**src/sdlxPkg.sv**
```systemverilog
package sdlxPkg;

   localparam int INSTR_WIDTH = 32;                // Instruction word width
   localparam int REG_COUNT   = 32;                // Architectural registers, r0 included

   typedef logic [$clog2(REG_COUNT)-1:0] regIdx_t; // Register index
   typedef logic [5:0] opcode_t;                   // Primary opcode field
   typedef logic [5:0] func_t;                     // R-type function field

   // ALU operation select, driven by aluControl
   typedef enum logic [2:0] {
      aluAnd = 3'd0,                               // Bitwise and
      aluOr  = 3'd1,                               // Bitwise or
      aluShl = 3'd2,                               // Logical shift left
      aluShr = 3'd3,                               // Logical shift right
      aluAdd = 3'd4,                               // Wrapping add
      aluSub = 3'd5,                               // Wrapping subtract
      aluMul = 3'd6                                // Low half of product
   } aluOp_t;

   // Opcodes
   localparam opcode_t OP_RTYPE = 6'd0;            // Register-register group
   localparam opcode_t OP_ADDI  = 6'd8;            // Add immediate

   // R-type function codes
   localparam func_t FN_SLL = 6'd4;
   localparam func_t FN_SRL = 6'd6;
   localparam func_t FN_MUL = 6'd14;
   localparam func_t FN_ADD = 6'd32;
   localparam func_t FN_SUB = 6'd34;
   localparam func_t FN_AND = 6'd36;
   localparam func_t FN_OR  = 6'd37;

   // Instruction field positions
   localparam int OPC_HI = 31;                     // Opcode
   localparam int OPC_LO = 26;
   localparam int RS1_HI = 25;                     // First source
   localparam int RS1_LO = 21;
   localparam int RS2_HI = 20;                     // Second source, I-type dest
   localparam int RS2_LO = 16;
   localparam int RD_HI  = 15;                     // R-type dest
   localparam int RD_LO  = 11;
   localparam int IMM_HI = 15;                     // 16-bit immediate
   localparam int IMM_LO = 0;
   localparam int FN_HI  = 5;                      // Function code
   localparam int FN_LO  = 0;

endpackage
```
**src/alu.sv**
```systemverilog
`timescale 1ns/100ps

module alu #(
   parameter int dataWidth = 32                    // Datapath width, 8 to 32
) (
   input  logic [dataWidth-1:0] a,                 // Operand A
   input  logic [dataWidth-1:0] b,                 // Operand B or shift amount
   input  sdlxPkg::aluOp_t      op,                // Operation select
   output logic [dataWidth-1:0] y                  // Result
);

   import sdlxPkg::*;

   localparam int SHIFT_BITS = $clog2(dataWidth);  // Shift amount width

   logic [SHIFT_BITS-1:0] shamt;

   assign shamt = b[SHIFT_BITS-1:0];               // Upper bits of B ignored

   always_comb begin
      case (op)
         aluAnd: begin
            y = a & b;
         end
         aluOr: begin
            y = a | b;
         end
         aluShl: begin
            y = a << shamt;                        // Zero fill
         end
         aluShr: begin
            y = a >> shamt;                        // Logical, zero fill
         end
         aluAdd: begin
            y = a + b;                             // Wraps at dataWidth
         end
         aluSub: begin
            y = a - b;                             // Wraps at dataWidth
         end
         aluMul: begin
            y = a * b;                             // Low half of product
         end
         default: begin
            y = '0;
         end
      endcase
   end

endmodule

```
**src/aluControl.sv**
```systemverilog
`timescale 1ns/100ps

module aluControl (
   input  sdlxPkg::opcode_t opcode,                // Primary opcode
   input  sdlxPkg::func_t   func,                  // Function field, R-type only
   output sdlxPkg::aluOp_t  op,                    // Selected ALU operation
   output logic             legal                  // Low for unsupported encodings
);

   import sdlxPkg::*;

   always_comb begin
      op    = aluAnd;                              // Harmless default
      legal = 1'b1;
      case (opcode)
         OP_RTYPE: begin
            case (func)
               FN_AND: op = aluAnd;
               FN_OR:  op = aluOr;
               FN_SLL: op = aluShl;
               FN_SRL: op = aluShr;
               FN_ADD: op = aluAdd;
               FN_SUB: op = aluSub;
               FN_MUL: op = aluMul;
               default: begin
                  op    = aluAnd;                  // Unknown function
                  legal = 1'b0;
               end
            endcase
         end
         OP_ADDI: begin
            op = aluAdd;                           // rs1 plus sign-extended imm
         end
         default: begin
            op    = aluAnd;                        // Loads, stores, branches etc
            legal = 1'b0;
         end
      endcase
   end

endmodule

```
**src/decodeStage.sv**
```systemverilog
`timescale 1ns/100ps

module decodeStage #(
   parameter int dataWidth = 32                    // Datapath width
) (
   input  logic                               clk,
   input  logic                               rst,
   input  logic                               instrValid,  // Instruction strobe
   input  logic [sdlxPkg::INSTR_WIDTH-1:0]    instr,       // Instruction word
   output sdlxPkg::regIdx_t                   rdAddrA,     // To regFile port A
   output sdlxPkg::regIdx_t                   rdAddrB,     // To regFile port B
   input  logic [dataWidth-1:0]               rdDataA,
   input  logic [dataWidth-1:0]               rdDataB,
   input  logic                               wrEn,        // Writeback from execute
   input  sdlxPkg::regIdx_t                   wrAddr,
   input  logic [dataWidth-1:0]               wrData,
   output logic                               exValid,     // Legal instruction in execute
   output logic                               exIllegal,   // Illegal instruction in execute
   output sdlxPkg::aluOp_t                    exOp,
   output logic [dataWidth-1:0]               exA,
   output logic [dataWidth-1:0]               exB,
   output sdlxPkg::regIdx_t                   exDest
);

   import sdlxPkg::*;

   localparam int IMM_WIDTH = IMM_HI - IMM_LO + 1;

   opcode_t                opcode;
   func_t                  func;
   regIdx_t                rs1;
   regIdx_t                rs2;
   regIdx_t                rd;
   regIdx_t                dest;
   logic [IMM_WIDTH-1:0]   imm;
   logic [INSTR_WIDTH-1:0] immExt;
   logic                   isRType;
   aluOp_t                 op;
   logic                   legal;
   logic [dataWidth-1:0]   opA;
   logic [dataWidth-1:0]   regB;
   logic [dataWidth-1:0]   opB;

   // Field split
   assign opcode = instr[OPC_HI:OPC_LO];
   assign rs1    = instr[RS1_HI:RS1_LO];
   assign rs2    = instr[RS2_HI:RS2_LO];
   assign rd     = instr[RD_HI:RD_LO];
   assign imm    = instr[IMM_HI:IMM_LO];
   assign func   = instr[FN_HI:FN_LO];

   assign isRType = (opcode == OP_RTYPE);
   assign dest    = isRType ? rd : rs2;            // ADDI writes the rs2 slot

   aluControl aluCtrl (
      .opcode (opcode),
      .func   (func),
      .op     (op),
      .legal  (legal)
   );

   assign rdAddrA = rs1;
   assign rdAddrB = rs2;

   // Bypass from the instruction now in execute
   assign opA  = (wrEn && (wrAddr != '0) && (wrAddr == rs1)) ? wrData : rdDataA;
   assign regB = (wrEn && (wrAddr != '0) && (wrAddr == rs2)) ? wrData : rdDataB;

   assign immExt = {{(INSTR_WIDTH-IMM_WIDTH){imm[IMM_WIDTH-1]}}, imm}; // Sign extend
   assign opB    = isRType ? regB : immExt[dataWidth-1:0];              // Then truncate

   always_ff @(posedge clk) begin
      if (rst) begin
         exValid   <= 1'b0;
         exIllegal <= 1'b0;
         exOp      <= aluAnd;
      end else begin
         exValid   <= instrValid & legal;
         exIllegal <= instrValid & ~legal;         // Flag only, no effect
         exOp      <= op;
      end
   end

   always_ff @(posedge clk) begin
      exA    <= opA;
      exB    <= opB;
      exDest <= dest;
   end

endmodule

```
**src/executeStage.sv**
```systemverilog
`timescale 1ns/100ps

module executeStage #(
   parameter int dataWidth = 32                    // Datapath width
) (
   input  logic                 clk,
   input  logic                 rst,
   input  logic                 exValid,           // Legal instruction present
   input  logic                 exIllegal,         // Illegal instruction present
   input  sdlxPkg::aluOp_t      exOp,
   input  logic [dataWidth-1:0] exA,
   input  logic [dataWidth-1:0] exB,
   input  sdlxPkg::regIdx_t     exDest,
   output logic                 wrEn,              // To regFile and decode bypass
   output sdlxPkg::regIdx_t     wrAddr,
   output logic [dataWidth-1:0] wrData,
   output logic                 resultValid,       // One pulse per legal instruction
   output logic [dataWidth-1:0] result,
   output sdlxPkg::regIdx_t     resultReg,
   output logic                 illegal            // One pulse per illegal instruction
);

   logic [dataWidth-1:0] aluY;

   alu #(
      .dataWidth (dataWidth)
   ) aluUnit (
      .a  (exA),
      .b  (exB),
      .op (exOp),
      .y  (aluY)
   );

   // Writeback is combinational, committed at the regFile edge
   assign wrEn   = exValid;
   assign wrAddr = exDest;
   assign wrData = aluY;

   always_ff @(posedge clk) begin
      if (rst) begin
         resultValid <= 1'b0;
         illegal     <= 1'b0;
      end else begin
         resultValid <= exValid;                   // Also for writes to r0
         illegal     <= exIllegal;
      end
   end

   always_ff @(posedge clk) begin
      if (exValid) begin
         result    <= aluY;                        // Holds last result otherwise
         resultReg <= exDest;
      end
   end

   // Decode never sends one slot as both legal and illegal
   assert property (@(posedge clk) disable iff (rst) !(exValid && exIllegal))
      else $error("exValid and exIllegal high together");

   // Op registered in decode must be known once out of reset
   assert property (@(posedge clk) disable iff (rst) !$isunknown(exOp))
      else $error("ALU op unknown");

endmodule

```
**src/regFile.sv**
```systemverilog
`timescale 1ns/100ps

module regFile #(
   parameter int dataWidth = 32                    // Register width
) (
   input  logic                 clk,
   input  logic                 rst,
   input  sdlxPkg::regIdx_t     rdAddrA,           // Read port A index
   input  sdlxPkg::regIdx_t     rdAddrB,           // Read port B index
   output logic [dataWidth-1:0] rdDataA,           // Read port A data, combinational
   output logic [dataWidth-1:0] rdDataB,           // Read port B data, combinational
   input  logic                 wrEn,              // Write strobe
   input  sdlxPkg::regIdx_t     wrAddr,            // Write index
   input  logic [dataWidth-1:0] wrData             // Write data
);

   import sdlxPkg::*;

   logic [dataWidth-1:0] regs [REG_COUNT];

   always_ff @(posedge clk) begin
      if (rst) begin
         for (int i = 0; i < REG_COUNT; i++) begin
            regs[i] <= '0;                         // All registers start at zero
         end
      end else if (wrEn && (wrAddr != '0)) begin
         regs[wrAddr] <= wrData;                   // r0 never written
      end
   end

   // r0 reads as zero whatever the array holds
   assign rdDataA = (rdAddrA == '0) ? '0 : regs[rdAddrA];
   assign rdDataB = (rdAddrB == '0) ? '0 : regs[rdAddrB];

endmodule

```
**src/sdlxExec.sv**
```systemverilog
`timescale 1ns/100ps

module sdlxExec #(
   parameter int dataWidth = 32                    // Datapath width, 8, 16 or 32
) (
   input  logic                            clk,
   input  logic                            rst,
   input  logic                            instrValid,   // One instruction per strobe
   input  logic [sdlxPkg::INSTR_WIDTH-1:0] instr,
   output logic                            resultValid,
   output logic [dataWidth-1:0]            result,
   output sdlxPkg::regIdx_t                resultReg,    // Destination of result
   output logic                            illegal
);

   import sdlxPkg::*;

   regIdx_t              rdAddrA;
   regIdx_t              rdAddrB;
   logic [dataWidth-1:0] rdDataA;
   logic [dataWidth-1:0] rdDataB;
   logic                 wrEn;
   regIdx_t              wrAddr;
   logic [dataWidth-1:0] wrData;
   logic                 exValid;
   logic                 exIllegal;
   aluOp_t               exOp;
   logic [dataWidth-1:0] exA;
   logic [dataWidth-1:0] exB;
   regIdx_t              exDest;

   decodeStage #(
      .dataWidth (dataWidth)
   ) decode (
      .clk        (clk),
      .rst        (rst),
      .instrValid (instrValid),
      .instr      (instr),
      .rdAddrA    (rdAddrA),
      .rdAddrB    (rdAddrB),
      .rdDataA    (rdDataA),
      .rdDataB    (rdDataB),
      .wrEn       (wrEn),
      .wrAddr     (wrAddr),
      .wrData     (wrData),
      .exValid    (exValid),
      .exIllegal  (exIllegal),
      .exOp       (exOp),
      .exA        (exA),
      .exB        (exB),
      .exDest     (exDest)
   );

   regFile #(
      .dataWidth (dataWidth)
   ) regs (
      .clk     (clk),
      .rst     (rst),
      .rdAddrA (rdAddrA),
      .rdAddrB (rdAddrB),
      .rdDataA (rdDataA),
      .rdDataB (rdDataB),
      .wrEn    (wrEn),
      .wrAddr  (wrAddr),
      .wrData  (wrData)
   );

   executeStage #(
      .dataWidth (dataWidth)
   ) execute (
      .clk         (clk),
      .rst         (rst),
      .exValid     (exValid),
      .exIllegal   (exIllegal),
      .exOp        (exOp),
      .exA         (exA),
      .exB         (exB),
      .exDest      (exDest),
      .wrEn        (wrEn),
      .wrAddr      (wrAddr),
      .wrData      (wrData),
      .resultValid (resultValid),
      .result      (result),
      .resultReg   (resultReg),
      .illegal     (illegal)
   );

endmodule

```
**config.mk**
```make
export PLATFORM = sky130hd
export DESIGN_NAME = sdlxExec
export DESIGN_NICKNAME = d
export VERILOG_FILES = /design/src/sdlxPkg.sv /design/src/alu.sv /design/src/aluControl.sv /design/src/decodeStage.sv /design/src/executeStage.sv /design/src/regFile.sv /design/src/sdlxExec.sv
export SDC_FILE = /design/constraint.sdc
export NUM_CORES = 2
export LEC_CHECK = 0
export ABC_CLOCK_PERIOD_IN_PS = 25200
export BUFFER_PORTS_ARGS = -buffer_cell sky130_fd_sc_hd__buf_2
export CAP_MARGIN = 30
export CELL_PAD_IN_SITES_DETAIL_PLACEMENT = 0
export CELL_PAD_IN_SITES_GLOBAL_PLACEMENT = 2
export CORE_MARGIN = 2
export CORE_UTILIZATION = 49
export CTS_BUF_LIST = sky130_fd_sc_hd__clkbuf_4 sky130_fd_sc_hd__clkbuf_8 sky130_fd_sc_hd__clkbuf_16
export CTS_CLUSTER_DIAMETER = 60
export DETAILED_ROUTE_END_ITERATION = 16
export MAX_ROUTING_LAYER = met4
export PLACE_DENSITY = 0.84
export SLEW_MARGIN = 20
export SYNTH_ARGS = -nofsm -noshare
export SYNTH_HDL_FRONTEND = slang
export SYNTH_SLANG_ARGS = --single-unit
```
**constraint.sdc**
```tcl
create_clock -name clk -period 25.2 [get_ports clk]
set_clock_uncertainty 0.1 [all_clocks]
set_input_delay 0 -clock clk [delete_from_list [all_inputs] [get_ports clk]]
set_output_delay 0 -clock clk [all_outputs]
set_load 0.01 [all_outputs]
```
==> results.json <==
{
  "postCtsSetupBuffers": 0,
  "n_fill_cell": 13400,
  "hold_viol": 0,
  "timing_worst_slew_pin_value_ns": 1.08,
  "vias": 57800,
  "asyncSetResetFlopFracSynth_pct": 0,
  "layout.nets": 7107,
  "ctsLongestPathBuffers": 3,
  "setup_viol": 0,
  "die-height_um": 404,
  "report.final.slew_viol_count": 0,
  "grt_max_degree": 89,
  "final_util_pct": 54.0,
  "startpoint_to_endpoint_class_of_the_critical_path": "flip-flop to flip-flop",
  "post_detailed_route_wirelength_per_cell_um": 33.5,
  "post_drt_via_cell_ratio": 6.65,
  "synth.most_common_cell": "nor2_1",
  "area.growth.synth_to_final_pct": 9.30,
  "placeableCoreArea_sq_um": 159000,
  "end_kind": "flip-flop",
  "critical_path_depth": 26,
  "synth_edf_count": 1061,
  "worstSetupEndpoint": "regs.regs[26][31]",
  "io-pin-count": 74,
  "worst-path-buf-inv": 6,
  "reg2reg_slack_ns": 16.40,
  "synthesis.area_sq_um": 78500,
  "ys_types": 91,
  "fmax_ghz": 0.114,
  "number_of_global_route_vias_before_repair": 56900,
  "crit_fanout": 33,
  "status": "finished clean",
  "min_period_over_period_pct": 34.9,
  "cts_root_buf": "clkbuf_16",
  "tritoncts_clock_tree": "yes",
  "cp_data_arrival_time_ns": 9.19,
  "postSynthCellCount": 6658,
  "number_of_flip_flops_and_latches_in_the_synthesized_netlist": 1137,
  "clk_latency_worst_skew_pair_ns": 0.79,
  "drt_pre_antenna_iters": 6,
  "grt_antenna_before_repair": 6,
  "drt.antenna.violating_nets": 0,
  "numPortBuffers": 73,
  "routed_wl_um": 291000,
  "cts_made_buffers": 121,
  "crit_path_frequent_cell": "fa_1",
  "timing.critical_path.from_type": "flip-flop",
  "fp.dieArea_sq_um": 163000,
  "dp_hpwl_um": 176000,
  "yosysTopAreaCell": "edfxtp_1",
  "critical-path-top-delay-family": "adder cells",
  "routabilityCongestion": 0.968,
  "critPathSlowestCell": "fa_1",
  "cts.sink_count": 1137,
  "min_period_ns": 8.80,
  "first_pass_grt_wire_length_um": 416000,
  "placement_rows": 146,
  "ff2ff_path_depth": 26,
  "synth.area.top_cells": "edfxtp_1 (41%), mux4_2 (14%), fa_1 (10%)",
  "clkSlewWorstSetupHoldPaths_ns": 0.06,
  "synthesis.area_per_instance_sq_um": 11.8,
  "tns_setup_ns": 0,
  "post_route_hold_slack_ns": 0.0519,
  "gr-total-overflow": 0,
  "critPathLaunch": "decode.exA[10]",
  "remaining_drc_errors": 0,
  "drv_cap": 0,
  "detailed_router_s_first_iteration_violation_count": 8500,
  "ys_dominant_reg_cell": "edfxtp_1",
  "share_of_the_yosys_chip_area_belonging_to_registers_pct": 42.5,
  "initial_utilization_pct": 49.4,
  "cts_hold_buffers_added": 36,
  "crit_required_ns": 25.58,
  "grt_util_all_layers_pct": 36.8,
  "hold_path.class": "primary input to flip-flop",
  "regToRegStartpoint": "decode.exA[10]",
  "netlist.area_leader.share_pct": 40.6,
  "rsz0062_at_grt": "no",
  "synth_top_cells_by_count": "nor2_1 (1235), edfxtp_1 (1061), mux4_2 (497), clkbuf_1 (445), inv_1 (433)",
  "worst_path_largest_cell_delay_ns": 0.55,
  "cts_repair_resize_count": 0,
  "slew_headroom_pct": 27.9,
  "regToRegEndpoint": "regs.regs[26][31]",
  "drive_gt1_share_pct": 18.1,
  "yosysWarningCount": 0,
  "die_w_um": 404,
  "htreeDepth": 3
}
==> layout make-up <==
type	instances	area, sq um	share of cell area (%)
antenna	3	7.51	0.00875
clock inverter	66	821	0.957
multi-input combinational	4494	41500	48.4
timing repair buffer	312	2360	2.75
inverter	439	1650	1.92
sequential	1137	33400	39.0
tap	2072	2590	3.02
clock buffer	161	3390	3.96
==> metal layers <==
layer	vias up	global-route usage, %	share of wire, %
met4	0	14.7	4.8
met2	3855	52.9	44
met3	615	7.40	12
met1	29900	51.6	40
li1	23400	-	-
met5	-	-	0
==> cell usage in the layout, fill, tap and decap left out, drive strengths merged, types with 81 or more instances in the layout <==
cell,synthesis,routed
clkbuf,446,161
edfxtp,1061,1061
o21ai,206,206
buf,173,276
a21oi,160,160
fa,409,409
and2,312,312
mux2i,261,261
a221oi,81,81
xnor2,86,86
mux4,497,497
nand2,352,352
nor2,1236,1236
ha,158,158
inv,438,443
==> how the worst min path moves through the flow <==
| stage | slack (ns) | from | cells past startpoint | end |
|---|---|---|---|---|
| after floorplan | -0.02 | instr[0] | 1 | decode.exOp[1] |
| after global placement | 0.14 | instr[0] | 2 | decode.exOp[1] |
| after detailed placement | 0.14 | instr[0] | 2 | decode.exOp[1] |
| after CTS | 0.02 | instr[3] | 3 | decode.exB[3] |
| after global routing | 0.03 | instr[3] | 3 | decode.exB[3] |
| final | 0.05 | instr[3] | 3 | decode.exB[3] |
==> cells by family (layout without fill, tap and decap cells) <==
kind of cell | count (synthesis) | in the layout | share of synthesized area, %
AOI/OAI and AO/OA | 836 | 836 | 7.28
xor gates and xnor gates | 137 | 137 | 1.55
adders and majority gates | 587 | 587 | 13.2
buffers and inverters | 1058 | 978 | 5.32
DFF | 1137 | 1137 | 42.5
muxes | 833 | 833 | 18.7
other | 1 | 35 | 0.00478
and+or+nand+nor | 2069 | 2069 | 11.4
==> flip-flops by register name, summed over array words and instances, names as in the netlist, 3 cells and up <==
name,count
decode.exOp,3
execute.result,32
execute.resultReg,5
decode.exA,32
regs.regs,1024
decode.exDest,5
decode.exB,32
==> worst reg2reg max path: cells and delay by family (launching register included) <==
family	cells	cell delay, ns
simple gates	3	0.54
buf+inv	6	1.09
compound gates	7	2.13
fa+ha+maj	9	4.14
flops	1	0.30
xor+xnor	1	0.22
==> metrics by stage <==
step	area, sq um	instances	setup slack, ns
2_1_floorplan	78600	6689	16.47
3_3_place_gp	81100	8410	16.53
3_5_place_dp	81100	8412	16.46
4_1_cts	85700	8675	16.38
5_1_grt	85700	8681	16.03
6_report	85800	8684	16.40
Power is left out: the tool's default activity adds up to more than one toggle a clock period on the data nets, which glitch-free logic cannot reach.
